$ cat src/mips_pkg.sv
// Shared widths, MIPS opcode and function codes, and the stage payload structs
`default_nettype none

package mips_pkg;

  localparam int XLEN = 32;
  localparam int NREG = 32;

  // Primary opcodes, instruction bits 31:26
  localparam logic [5:0] OP_RTYPE = 6'h00;
  localparam logic [5:0] OP_BEQ   = 6'h04;
  localparam logic [5:0] OP_ADDI  = 6'h08;
  localparam logic [5:0] OP_SW    = 6'h2b;

  // R-type function field, bits 5:0
  localparam logic [5:0] FN_ADD = 6'h20;
  localparam logic [5:0] FN_SUB = 6'h22;
  localparam logic [5:0] FN_AND = 6'h24;
  localparam logic [5:0] FN_OR  = 6'h25;
  localparam logic [5:0] FN_SLT = 6'h2a;

  // Main control to ALU control
  localparam logic [1:0] ALU_OP_ADD   = 2'b00;
  localparam logic [1:0] ALU_OP_SUB   = 2'b01;
  localparam logic [1:0] ALU_OP_FUNCT = 2'b10;

  // ALU function select inside the execute stage
  localparam logic [2:0] ALU_FN_ADD = 3'd0;
  localparam logic [2:0] ALU_FN_SUB = 3'd1;
  localparam logic [2:0] ALU_FN_AND = 3'd2;
  localparam logic [2:0] ALU_FN_OR  = 3'd3;
  localparam logic [2:0] ALU_FN_SLT = 3'd4;

  typedef struct packed {
    logic       alu_src;
    logic [1:0] alu_op;
    logic       reg_dst;
    logic       reg_write;
    logic       mem_write;
    logic       branch;
  } ctrl_t;

  typedef struct packed {
    logic [XLEN-1:0] instruction;
    logic [XLEN-1:0] pc;
  } ifid_t;

  typedef struct packed {
    logic [XLEN-1:0] read_data_1;
    logic [XLEN-1:0] read_data_2;
    logic [XLEN-1:0] sign_extended_imm;
    logic [4:0]      rs;
    logic [4:0]      rt;
    logic [4:0]      rd;
    logic [XLEN-1:0] next_pc;
    logic [5:0]      funct;
    ctrl_t           ctrl;
  } idex_t;

  // Also the retire port; result is the branch target for beq, the address for sw
  typedef struct packed {
    logic            reg_write;
    logic            mem_write;
    logic            branch_taken;
    logic [4:0]      dest;
    logic [XLEN-1:0] result;
    logic [XLEN-1:0] store_data;
  } retire_t;

  typedef struct packed {
    logic            en;
    logic [4:0]      addr;
    logic [XLEN-1:0] data;
  } wb_t;

endpackage

`default_nettype wire
$ cat src/mips_core.sv
// Top level of the decode-to-execute MIPS slice; Wishbone instruction input, retire output
`default_nettype none

module mips_core (
  input  logic                      clk,
  input  logic                      reset,
  // Wishbone classic instruction port, write only
  input  logic                      wb_cyc,
  input  logic                      wb_stb,
  input  logic                      wb_we,
  input  logic [mips_pkg::XLEN-1:0] wb_dat_w,
  output logic                      wb_ack,
  // Retire port
  input  logic                      retire_ready,
  output logic                      retire_valid,
  output mips_pkg::retire_t         retire
);
  import mips_pkg::*;

  logic  advance;
  logic  ifid_valid;
  ifid_t ifid;
  logic  id_valid;
  idex_t id_payload;
  logic  ex_valid;
  idex_t ex_payload;
  wb_t   wb;

  fetch_wb_slave u_fetch (
    .clk        (clk),
    .reset      (reset),
    .wb_cyc     (wb_cyc),
    .wb_stb     (wb_stb),
    .wb_we      (wb_we),
    .wb_dat_w   (wb_dat_w),
    .wb_ack     (wb_ack),
    .advance    (advance),
    .ifid_valid (ifid_valid),
    .ifid       (ifid)
  );

  decode_stage u_decode (
    .clk        (clk),
    .reset      (reset),
    .ifid_valid (ifid_valid),
    .ifid       (ifid),
    .wb         (wb),
    .idex_valid (id_valid),
    .idex       (id_payload)
  );

  // ID/EX latch
  pipe_reg #(.payload_t(idex_t)) id_ex (
    .clk       (clk),
    .reset     (reset),
    .en        (advance),
    .in_valid  (id_valid),
    .in        (id_payload),
    .out_valid (ex_valid),
    .out       (ex_payload)
  );

  execute_stage u_execute (
    .clk          (clk),
    .reset        (reset),
    .idex_valid   (ex_valid),
    .idex         (ex_payload),
    .retire_ready (retire_ready),
    .retire_valid (retire_valid),
    .retire       (retire),
    .wb           (wb),
    .advance      (advance)
  );

endmodule

`default_nettype wire

$ cat src/execute_stage.sv
// Execute stage with ALU and forwarding, branch target, EX/MEM latch and retire handshake
`default_nettype none

module execute_stage (
  input  logic              clk,
  input  logic              reset,
  input  logic              idex_valid,
  input  mips_pkg::idex_t   idex,
  input  logic              retire_ready,
  output logic              retire_valid,
  output mips_pkg::retire_t retire,
  output mips_pkg::wb_t     wb,
  output logic              advance
);
  import mips_pkg::*;

  logic [2:0]      alu_fn;
  logic [XLEN-1:0] op_a;
  logic [XLEN-1:0] op_b;
  logic [XLEN-1:0] alu_b;
  logic [XLEN-1:0] alu_y;
  logic            fwd_a;
  logic            fwd_b;
  retire_t         ex_out;

  always_comb begin
    case (idex.ctrl.alu_op)
      ALU_OP_ADD: alu_fn = ALU_FN_ADD;
      ALU_OP_SUB: alu_fn = ALU_FN_SUB;
      ALU_OP_FUNCT: begin
        case (idex.funct)
          FN_SUB:  alu_fn = ALU_FN_SUB;
          FN_AND:  alu_fn = ALU_FN_AND;
          FN_OR:   alu_fn = ALU_FN_OR;
          FN_SLT:  alu_fn = ALU_FN_SLT;
          default: alu_fn = ALU_FN_ADD;
        endcase
      end
      default: alu_fn = ALU_FN_ADD;
    endcase
  end

  // Forward from the instruction waiting in EX/MEM before it writes back
  assign fwd_a = retire_valid && retire.reg_write && retire.dest != 5'd0 &&
                 retire.dest == idex.rs;
  assign fwd_b = retire_valid && retire.reg_write && retire.dest != 5'd0 &&
                 retire.dest == idex.rt;
  assign op_a  = fwd_a ? retire.result : idex.read_data_1;
  assign op_b  = fwd_b ? retire.result : idex.read_data_2;
  assign alu_b = idex.ctrl.alu_src ? idex.sign_extended_imm : op_b;

  always_comb begin
    case (alu_fn)
      ALU_FN_SUB: alu_y = op_a - alu_b;
      ALU_FN_AND: alu_y = op_a & alu_b;
      ALU_FN_OR:  alu_y = op_a | alu_b;
      ALU_FN_SLT: alu_y = XLEN'($signed(op_a) < $signed(alu_b));
      default:    alu_y = op_a + alu_b;
    endcase
  end

  always_comb begin
    ex_out.reg_write    = idex.ctrl.reg_write;
    ex_out.mem_write    = idex.ctrl.mem_write;
    // Zero test on the subtract result
    ex_out.branch_taken = idex.ctrl.branch && alu_y == '0;
    ex_out.dest         = idex.ctrl.reg_dst ? idex.rd : idex.rt;
    ex_out.result       = idex.ctrl.branch ?
                          idex.next_pc + (idex.sign_extended_imm << 2) : alu_y;
    ex_out.store_data   = op_b;
  end

  // Whole pipeline moves when the latch is empty or retiring
  assign advance = !retire_valid || retire_ready;

  pipe_reg #(.payload_t(retire_t)) ex_mem (
    .clk       (clk),
    .reset     (reset),
    .en        (advance),
    .in_valid  (idex_valid),
    .in        (ex_out),
    .out_valid (retire_valid),
    .out       (retire)
  );

  assign wb.en   = retire_valid && retire_ready && retire.reg_write;
  assign wb.addr = retire.dest;
  assign wb.data = retire.result;

endmodule

`default_nettype wire

$ cat src/pipe_reg.sv
// Pipeline latch for any payload type, with valid, load enable and clear on reset
`default_nettype none

module pipe_reg #(
  parameter type payload_t = logic [31:0]
) (
  input  logic     clk,
  input  logic     reset,
  input  logic     en,
  input  logic     in_valid,
  input  payload_t in,
  output logic     out_valid,
  output payload_t out
);

  // Holds its contents while en is low
  always_ff @(posedge clk) begin
    if (reset) begin
      out_valid <= 1'b0;
      out       <= '0;
    end else if (en) begin
      out_valid <= in_valid;
      out       <= in;
    end
  end

endmodule

`default_nettype wire

$ cat src/decode_stage.sv
// Instruction decode with main control, sign extension and register reads for the ID/EX payload
`default_nettype none

module decode_stage (
  input  logic            clk,
  input  logic            reset,
  input  logic            ifid_valid,
  input  mips_pkg::ifid_t ifid,
  input  mips_pkg::wb_t   wb,
  output logic            idex_valid,
  output mips_pkg::idex_t idex
);
  import mips_pkg::*;

  logic [5:0]      opcode;
  logic [4:0]      rs;
  logic [4:0]      rt;
  logic [4:0]      rd;
  logic [15:0]     imm;
  logic [XLEN-1:0] rs_data;
  logic [XLEN-1:0] rt_data;
  ctrl_t           ctrl;
  logic [4:0]      dest;

  // Instruction fields
  assign opcode = ifid.instruction[31:26];
  assign rs     = ifid.instruction[25:21];
  assign rt     = ifid.instruction[20:16];
  assign rd     = ifid.instruction[15:11];
  assign imm    = ifid.instruction[15:0];

  register_file u_register_file (
    .clk     (clk),
    .reset   (reset),
    .rs_addr (rs),
    .rt_addr (rt),
    .rs_data (rs_data),
    .rt_data (rt_data),
    .wb      (wb)
  );

  always_comb begin
    ctrl = '0;
    case (opcode)
      OP_RTYPE: begin
        ctrl.reg_dst   = 1'b1;
        ctrl.alu_op    = ALU_OP_FUNCT;
        ctrl.reg_write = 1'b1;
      end
      OP_ADDI: begin
        ctrl.alu_src   = 1'b1;
        ctrl.alu_op    = ALU_OP_ADD;
        ctrl.reg_write = 1'b1;
      end
      OP_BEQ: begin
        ctrl.alu_op = ALU_OP_SUB;
        ctrl.branch = 1'b1;
      end
      OP_SW: begin
        ctrl.alu_src   = 1'b1;
        ctrl.alu_op    = ALU_OP_ADD;
        ctrl.mem_write = 1'b1;
      end
      default: ctrl = '0;
    endcase
    // A write to register zero is dropped here so later stages never see one
    dest = ctrl.reg_dst ? rd : rt;
    if (dest == 5'd0) begin
      ctrl.reg_write = 1'b0;
    end
  end

  always_comb begin
    idex.read_data_1       = rs_data;
    idex.read_data_2       = rt_data;
    idex.sign_extended_imm = {{(XLEN-16){imm[15]}}, imm};
    idex.rs                = rs;
    idex.rt                = rt;
    idex.rd                = rd;
    idex.next_pc           = ifid.pc + XLEN'(4);
    idex.funct             = ifid.instruction[5:0];
    idex.ctrl              = ctrl;
  end

  assign idex_valid = ifid_valid;

endmodule

`default_nettype wire

$ cat src/register_file.sv
// Integer register file with two read ports, one write port and write-through bypass
`default_nettype none

module register_file (
  input  logic                      clk,
  input  logic                      reset,
  input  logic [4:0]                rs_addr,
  input  logic [4:0]                rt_addr,
  output logic [mips_pkg::XLEN-1:0] rs_data,
  output logic [mips_pkg::XLEN-1:0] rt_data,
  input  mips_pkg::wb_t             wb
);
  import mips_pkg::*;

  // Register zero is not stored
  logic [XLEN-1:0] regs [1:NREG-1];

  function automatic logic [XLEN-1:0] read_port(input logic [4:0] addr);
    if (addr == 5'd0) begin
      return '0;
    end else if (wb.en && wb.addr == addr) begin
      return wb.data;
    end
    return regs[addr];
  endfunction

  always_ff @(posedge clk) begin
    if (reset) begin
      for (int i = 1; i < NREG; i++) begin
        regs[i] <= '0;
      end
    end else if (wb.en && wb.addr != 5'd0) begin
      regs[wb.addr] <= wb.data;
    end
  end

  // Re-evaluated on any change of the registers or the write-back bus
  always_comb begin
    rs_data = read_port(rs_addr);
    rt_data = read_port(rt_addr);
  end

endmodule

`default_nettype wire

$ cat src/fetch_wb_slave.sv
// Wishbone classic write slave that takes instruction words and holds the IF/ID latch
`default_nettype none

module fetch_wb_slave (
  input  logic                     clk,
  input  logic                     reset,
  input  logic                     wb_cyc,
  input  logic                     wb_stb,
  input  logic                     wb_we,
  input  logic [mips_pkg::XLEN-1:0] wb_dat_w,
  output logic                     wb_ack,
  input  logic                     advance,
  output logic                     ifid_valid,
  output mips_pkg::ifid_t          ifid
);
  import mips_pkg::*;

  logic [XLEN-1:0] pc;
  logic            accept;

  // One word per request; ack low in the previous cycle keeps it a single pulse
  assign accept = wb_cyc && wb_stb && wb_we && advance && !wb_ack;

  always_ff @(posedge clk) begin
    if (reset) begin
      wb_ack     <= 1'b0;
      pc         <= '0;
      ifid_valid <= 1'b0;
      ifid       <= '0;
    end else begin
      wb_ack <= accept;
      if (accept) begin
        pc <= pc + XLEN'(4);
      end
      // Latch moves only with the rest of the pipeline
      if (advance) begin
        ifid_valid <= accept;
        if (accept) begin
          ifid.instruction <= wb_dat_w;
          ifid.pc          <= pc;
        end else begin
          ifid <= '0;
        end
      end
    end
  end

endmodule

`default_nettype wire

$ cat config.mk
export PLATFORM = sky130hd
export DESIGN_NAME = mips_core
export DESIGN_NICKNAME = d
export VERILOG_FILES = /design/src/mips_pkg.sv /design/src/mips_core.sv /design/src/execute_stage.sv /design/src/pipe_reg.sv /design/src/decode_stage.sv /design/src/register_file.sv /design/src/fetch_wb_slave.sv
export SDC_FILE = /design/constraint.sdc
export NUM_CORES = 2
export LEC_CHECK = 0
export BUFFER_PORTS_ARGS = -buffer_cell sky130_fd_sc_hd__buf_4
export CAP_MARGIN = 20
export CORE_AREA = 2 2 419 588
export CTS_BUF_LIST = sky130_fd_sc_hd__clkbuf_16
export CTS_CLUSTER_SIZE = 12
export DETAILED_ROUTE_END_ITERATION = 8
export DIE_AREA = 0 0 421 590
export GPL_ROUTABILITY_DRIVEN = 0
export MAX_ROUTING_LAYER = met4
export SLEW_MARGIN = 40
export SYNTH_ARGS = -nofsm -noshare
export SYNTH_HDL_FRONTEND = slang
export SYNTH_SLANG_ARGS = --single-unit
$ cat constraint.sdc
create_clock -name clk -period 15.9 [get_ports clk]
set_clock_uncertainty 0.15 [all_clocks]
set_input_delay 3.18 -clock clk [delete_from_list [all_inputs] [get_ports clk]]
set_output_delay 3.18 -clock clk [all_outputs]
set_load 0.01 [all_outputs]
# Word-level counts from Yosys, hierarchy flattened
# Memory sizes are Yosys's and may differ from the RTL's. A register that Yosys moved wholly into a read port is not among the register bits.
# Cells that the tools add are included.
# classes
addsub	5
n_reduce_logical	26
order_cmp	1
muxes	39
n_bitwise	2
eq_ne	17
# op_table
op	count
2-to-1 mux 32 bit	11
one-hot mux 32 bit (4 select lines)	1
adder 32 x 3 -> 32 bit, second input constant	2
adder 32 bit	2
2-to-1 mux 64 bit	1
2-to-1 mux 5 bit	7
bitwise AND 32 bit	1
logical NOT 32 bit	1
less-than comparator 32 bit	1
OR 32 bit	1
OR reduction 32 bit	1
subtractor 32 bit	1
equality test 6 bit, second input constant	5
equality test 5 bit	4
2-to-1 mux 1 bit	16
logical NOT 5 bit	3
logical AND 1 bit	14
one-hot mux 3 bit (4 select lines)	1
equality test 3 x 2 -> 1 bit, second input constant	2
equality test 6 x 3 -> 1 bit, second input constant	1
equality test 6 x 4 -> 1 bit, second input constant	1
logical NOT 6 bit	1
one-hot mux 3 bit (2 select lines)	1
nonzero test 5 bit	1
8 further kinds	10
# totals
out_inout_bits	74
n_memories	1
wordCells	118
register_bits	312
mem_bits_rw	992
input_bits	38
# mem_list
memory	words	word_bits	rd	rd_clocked_by_memory_dff	wr	line	rtl
u_decode.u_register_file.regs	31	32	2	2	31	register_file.sv:16	logic [XLEN-1:0] regs [1:NREG-1];

# Logic depth before layout (Yosys ltp)
# logic_depth
ltp_word	9
mapped_depth	23
mapped_depth_nobuf	21

# By module
# From an unflattened synthesis, not the netlist that was laid out.
# hier_totals
cells_unflattened	6184
hier_area_um2	76789.9
# by_module_without_submodules
module	area_per_inst_um2	cells_per_inst	seq_area_each_um2	instances
register_file	55248.0	3744	30749.5	1
execute_stage	8630.8	1213	0.0	1
pipe_reg (id_ex)	5688.0	506	3143.0	1
fetch_wb_slave	3463.3	336	1881.8	1
pipe_reg (u_execute.ex_mem)	2657.5	235	1461.4	1
decode_stage	1102.3	150	0.0	1

# Worst setup path before layout
# OpenSTA, ideal clock, no wires.
# synth_path
path_type	input to register
start	input port retire_ready
end	register u_fetch.pc[29]
setup_time_ps	128
path_stages	12
setup_slack_ps	10394
arrival_time_ps	5228
path_cell_list	nor2b_1 clkbuf_1 nor2_1 and4_1 nor2b_1 nand2_1 nor3_1 nand2_1 nor2_1 nand3_1 xor2_1 nor2_1
# synth_via
elab_chain_len	3
# synth_lines
element	line	rtl
start, declared	mips_core.sv:14	input logic retire_ready,
logical OR 1 bit	execute_stage.sv:74	assign advance = !retire_valid || retire_ready;
logical AND 1 bit (2 in a row)	fetch_wb_slave.sv:22	assign accept = wb_cyc && wb_stb && wb_we && advance && !wb_ack;
end signal, assigned	fetch_wb_slave.sv:33	pc <= pc + XLEN'(4);
end, declared	fetch_wb_slave.sv:18	logic [XLEN-1:0] pc;
# Every way passes these cells.
# A chain may end at the register's enable or synchronous reset.

# Worst setup path after layout
# layout_path
start	register u_execute.ex_mem.out[68] (netlist name)
end	register u_execute.ex_mem.out[69] (netlist name)
# layout_via
elab_chain_len	9
elab_cells_between_ends	17
cone_classes	2 x add/sub; 1 x order compare; 2 x eq/ne; 4 x mux; 2 x bitwise; 6 x reduce/logical
# layout_lines
element	line	rtl
start, declared	pipe_reg.sv:13	output payload_t out
start signal, assigned	pipe_reg.sv:23	out <= in;
nonzero test 5 bit	execute_stage.sv:44, execute_stage.sv:46	
logical AND 1 bit	execute_stage.sv:44, execute_stage.sv:46	
logical AND 1 bit	execute_stage.sv:46	assign fwd_b = retire_valid && retire.reg_write && retire.dest != 5'd0 &&
2-to-1 mux 32 bit	execute_stage.sv:49	assign op_b = fwd_b ? retire.result : idex.read_data_2;
2-to-1 mux 32 bit	execute_stage.sv:50	assign alu_b = idex.ctrl.alu_src ? idex.sign_extended_imm : op_b;
adder 32 bit, or another cell as far along	execute_stage.sv:58	default: alu_y = op_a + alu_b;
one-hot mux 32 bit (4 select lines) (*)	execute_stage.sv:53	case (alu_fn)
logical NOT 32 bit (*)	execute_stage.sv:66	ex_out.branch_taken = idex.ctrl.branch && alu_y == '0;
logical AND 1 bit (*)	execute_stage.sv:66	
# Mark *: on every way between the ends. The rest lies on a longest branch, timed or not.

==> results summary <==
The setup-violating endpoint count in the final report came out at 0. The share of total power dissipated in sequential elements is approximately 51%. Among all stages on the critical path, the largest delay is contributed by sky130_fd_sc_hd__or3_1.

After synthesis, the cell types taking the most area are sky130_fd_sc_hd__edfxtp_1 (42%), sky130_fd_sc_hd__mux4_2 (20%), sky130_fd_sc_hd__and2_1 (8.6%). The initial antenna violation count was 16. The measured slew at the worst slew-check pin is between 0.9 and 1 ns. The switching share of power came out at approximately a quarter. Summed over all layers, the routed wires come to 262700 um. The share of layout cells above drive strength 1 is between 20 and 25%. The layout has ~24000 filler cells. The number of unique standard cell types used by synthesis came out at 88. The maximum number of buffers from clock root to sink is 4. The top cell type's share of synthesized area is 42.32%. The clock network is responsible for between 40% and 50% of the overall power. The initial core utilization came out at between 20% and 30%. The worst setup path is captured at a flip-flop.

The number of synthesized flops with an enable pin came out at 1024. The number of H-tree levels is 4. The share of the cycle needed by the critical path after routing came out at 43.40%. The cell-internal power came out at around 5.8 mW.

Setup total negative slack on the finished layout was measured at 0 ns. The full die area came out at ~250000 um^2. Dividing the synthesized area by the synthesized cell count gives approximately 13 um^2. The worst-skew pair later-pin latency came out at between 0.8 and 0.9 ns. The post-CTS setup buffer count came out at 0.

The relative slew slack is between 30% and 40%. The critical path arrival is 7.52 ns. The post-synthesis instance total is 5581. The min-delay analysis places its worst path in the category flip-flop to flip-flop. The routed wirelength normalized by instance count is ~30 um. The maximum net fanout on the critical path is 32. The worst setup path is of the flip-flop to flip-flop kind. The maximum operating frequency came out at between 100 and 150 MHz. The minimum clock period after layout came out at 6.900 ns. After floorplanning, the core was sized to cover between 200000 and 250000 um^2. Setup repair after global routing left no endpoint under its margin. The buffer cell driving the clock tree root is sky130_fd_sc_hd__clkbuf_16. The async set-reset flop share out of synthesis came out at 0%. The core utilization of the finished layout came out at ~34%. After detailed routing, the number of vias per cell comes to 5.615. The floorplan step set the die height to a little under 600 um.

The synthesized netlist occupies a cell area of ~73000 um^2. The number of instances resized during post-cts repair is 0. The largest total area in the synthesized netlist belongs to sky130_fd_sc_hd__edfxtp_1.

The cell leakage power came out at approximately 29 nW. The largest voltage drop on the vdd net is approximately 0.00008 V. The count of final hold-check violations is 0. The total number of clock tree sinks is between 1000 and 1500. The cell area power density is around 94 nW/um^2.

The number of buffer and inverter instances along the worst setup path is 3. The worst setup path is launched from a flip-flop. The TritonCTS buffer count is roughly 150.

The switching power total is approximately 1.9 mW. The sum of net half-perimeters after detailed placement is 164500 um. The count of final max-slew check failures came out at 0. The number of remaining DRC errors came out at 0. The first global-routing pass estimated between 300000 and 400000 um of wire.

Hold timing on the final database bottoms out at a slack of 0.3087 ns. The number of register bits inferred by synthesis came out at ~1300. The width of the die came out at roughly 420 um.

The total via count in the routed design is about 50000. The top-level I/O count came out at 112. Clock-pin slew was measured on the worst setup and hold paths at 0.06 ns. The share of the yosys chip area belonging to registers came out at 50.70%. The run finished with clean final reports. The first detailed-routing pass ran for 6 iterations.

The most frequently used flop master after synthesis is sky130_fd_sc_hd__edfxtp_1. Traced cell by cell, the critical path runs through or3_1 > o311a_1 > nand4_1 > buf_4 > mux2i_1 > a21o_1 > inv_1 > ha_1 > inv_1 > fa_1 > o21ba_2 > nor4_1 > nor3_1 > or2_2 > a221oi_1 > o22ai_1 > nor4_1 > nand4_1 > nor4_1 > nand4_1 > nor4_2 > a21o_1. TritonCTS built the clock tree. The reported max-cap violation count is 0. The number of placement rows is between 200 and 250. The maximum cell stage delay along the critical path is 0.66 ns. The number of warnings issued by yosys came out at 0. The relative contribution of combinational cells to total power is between 7 and 8%.

The via count of the first global-routing pass is 49597. The detailed router finished its first iteration with just under 6000 violations. Global routing finished with a remaining overflow of 0. The number of buffer cells added on primary ports came out at between 100 and 150.

The pin count of the biggest net entering global routing is 125. At the worst endpoint, the required time is between 15 and 20 ns. The antenna violation net count after detailed routing is 0. The cell type group with the largest total delay on the critical path is simple AND/OR/NAND/NOR gates. The layout overhead on the synthesized area is 12.55%.

Across every metal layer, demand over resource in global routing totals roughly a fifth. The number of hold buffers added after CTS was 0. The total number of nets in the final design is 5667.
cell type report:
cell class	count	area (um^2)	share of cell area, %
Antenna cell	9	22.52	0.02754
Inverter	101	379.1	0.4636
Multi-Input combinational cell	3658	34060	41.65
Tap cell	3255	4073	4.980
Clock buffer	149	3729	4.560
Timing Repair Buffer	261	2140	2.616
Clock inverter	86	501.7	0.6135
Sequential cell	1328	36880	45.09
cell families (layout without fill, tap and decap cells):
group                    Yosys count  in the layout  share of synthesized area (%)
adder cells (fa/ha/maj)          132            132                          2.304
other                              1             41                       0.005161
AND/OR/NAND/NOR                 1864           1864                          14.01
XOR/XNOR                          96             96                          1.157
flip-flops                      1328           1328                          50.70
multiplexers                     779            779                          21.81
buffers and inverters            626            597                          3.251
AO/OA/AOI/OAI                    755            755                          6.759
metrics by stage:
step                cells  area (um^2)  setup slack (ns)  power (mW)
finish               8847        81780             9.000       7.674
CTS                  8834        81620             9.154       7.693
global route         8845        81770             8.706       7.853
detailed placement   8599        77390             9.093       4.551
floorplan            5612        72770             10.39       4.282
global placement     8596        77200             9.007       4.534
path summary, 6_finish.rpt:
check / slack (ns) / cells past startpoint / endpoint / start
worst max-delay path: 9.00 / 22 / u_execute.ex_mem.out[69] / u_execute.ex_mem.out[68]
worst min-delay path: 0.31 / 2 / u_execute.ex_mem.out[13] / u_execute.ex_mem.out[13]
worst max register to register: 9.00 / 22 / u_execute.ex_mem.out[69] / u_execute.ex_mem.out[68]
worst min register to register: 0.31 / 2 / u_execute.ex_mem.out[13] / u_execute.ex_mem.out[13]
cells in the final DEF, fill, tap and decap left out, types with 36 or more instances in the layout:
| cell type | n |
|---|---|
| sky130_fd_sc_hd__mux2i_1 | 80 |
| sky130_fd_sc_hd__xor2_1 | 51 |
| sky130_fd_sc_hd__a21o_1 | 46 |
| sky130_fd_sc_hd__dfxtp_1 | 292 |
| sky130_fd_sc_hd__buf_4 | 240 |
| sky130_fd_sc_hd__or2_2 | 36 |
| sky130_fd_sc_hd__xnor2_1 | 45 |
| sky130_fd_sc_hd__o21ai_0 | 238 |
| sky130_fd_sc_hd__ha_1 | 129 |
| sky130_fd_sc_hd__inv_1 | 147 |
| sky130_fd_sc_hd__and2_1 | 998 |
| sky130_fd_sc_hd__nand2_1 | 379 |
| sky130_fd_sc_hd__mux4_2 | 640 |
| sky130_fd_sc_hd__clkbuf_16 | 149 |
| sky130_fd_sc_hd__nor3_1 | 36 |
| sky130_fd_sc_hd__a22o_1 | 64 |
| sky130_fd_sc_hd__a21oi_1 | 152 |
| sky130_fd_sc_hd__nor2_1 | 186 |
| sky130_fd_sc_hd__edfxtp_1 | 1024 |
| sky130_fd_sc_hd__a211oi_1 | 42 |
registers in the layout, indices dropped and copies added, names as in the netlist, named ones only:
register / cells
id_ex.out: 126
id_ex.out_valid: 1
u_decode.u_register_file.regs: 1024
u_execute.ex_mem.out: 72
u_execute.ex_mem.out_valid: 1
u_fetch.ifid: 62
u_fetch.ifid_valid: 1
u_fetch.pc: 30
u_fetch.wb_ack: 1
per-layer routing:
layer  up-vias  routed length [um]  track usage [%]
met4         0               21490            14.21
met3       770               21970            3.539
met1     25414               91330            23.74
met5         -                   0                -
li1      20678                   -                -
met2      2814              127900            35.05
power by group through the flow:
stage	Sequential, mW	Clock (mW)	Combinational [mW]
2_1_floorplan	3.93	0	0.348
3_3_place_gp	3.96	0	0.573
3_5_place_dp	3.97	0	0.581
4_1_cts	3.90	3.21	0.583
5_1_grt	3.91	3.33	0.614
6_report	3.90	3.18	0.595
worst register-to-register path: cells and delay by family, from the launching register on:
kind | cells | cell delay, ns
AOI/OAI and AO/OA | 6 | 1.39
muxes | 1 | 0.22
DFF | 1 | 0.50
buffers and inverters | 3 | 0.72
and+or+nand+nor | 10 | 3.24
adders and majority gates | 2 | 0.66
Yosys cell counts, types with 10 or more instances:
library cell	instances
sky130_fd_sc_hd__a21oi_1	152
sky130_fd_sc_hd__dfxtp_1	304
sky130_fd_sc_hd__a221o_1	11
sky130_fd_sc_hd__inv_1	99
sky130_fd_sc_hd__nand2b_1	21
sky130_fd_sc_hd__or3_1	24
sky130_fd_sc_hd__a21o_1	46
sky130_fd_sc_hd__mux2_2	33
sky130_fd_sc_hd__nor3_1	37
sky130_fd_sc_hd__o211ai_1	21
sky130_fd_sc_hd__o21a_1	12
sky130_fd_sc_hd__o21ai_0	240
sky130_fd_sc_hd__o21bai_1	15
sky130_fd_sc_hd__clkbuf_1	457
sky130_fd_sc_hd__a211oi_1	42
sky130_fd_sc_hd__xnor2_1	45
sky130_fd_sc_hd__ha_1	129
sky130_fd_sc_hd__o21ai_1	10
sky130_fd_sc_hd__mux2i_1	106
sky130_fd_sc_hd__or2_2	39
sky130_fd_sc_hd__mux4_2	640
sky130_fd_sc_hd__nor4_1	12
sky130_fd_sc_hd__o221ai_1	11
sky130_fd_sc_hd__a311oi_1	19
sky130_fd_sc_hd__and3_1	13
sky130_fd_sc_hd__a31oi_1	15
sky130_fd_sc_hd__buf_1	63
sky130_fd_sc_hd__and2_1	998
sky130_fd_sc_hd__nor2_1	219
sky130_fd_sc_hd__nor2b_1	22
sky130_fd_sc_hd__edfxtp_1	1024
sky130_fd_sc_hd__xor2_1	51
sky130_fd_sc_hd__nand3_1	35
sky130_fd_sc_hd__nand4_1	22
sky130_fd_sc_hd__nand2_1	380
sky130_fd_sc_hd__a22o_1	64
(Power assumes the default switching activity.)
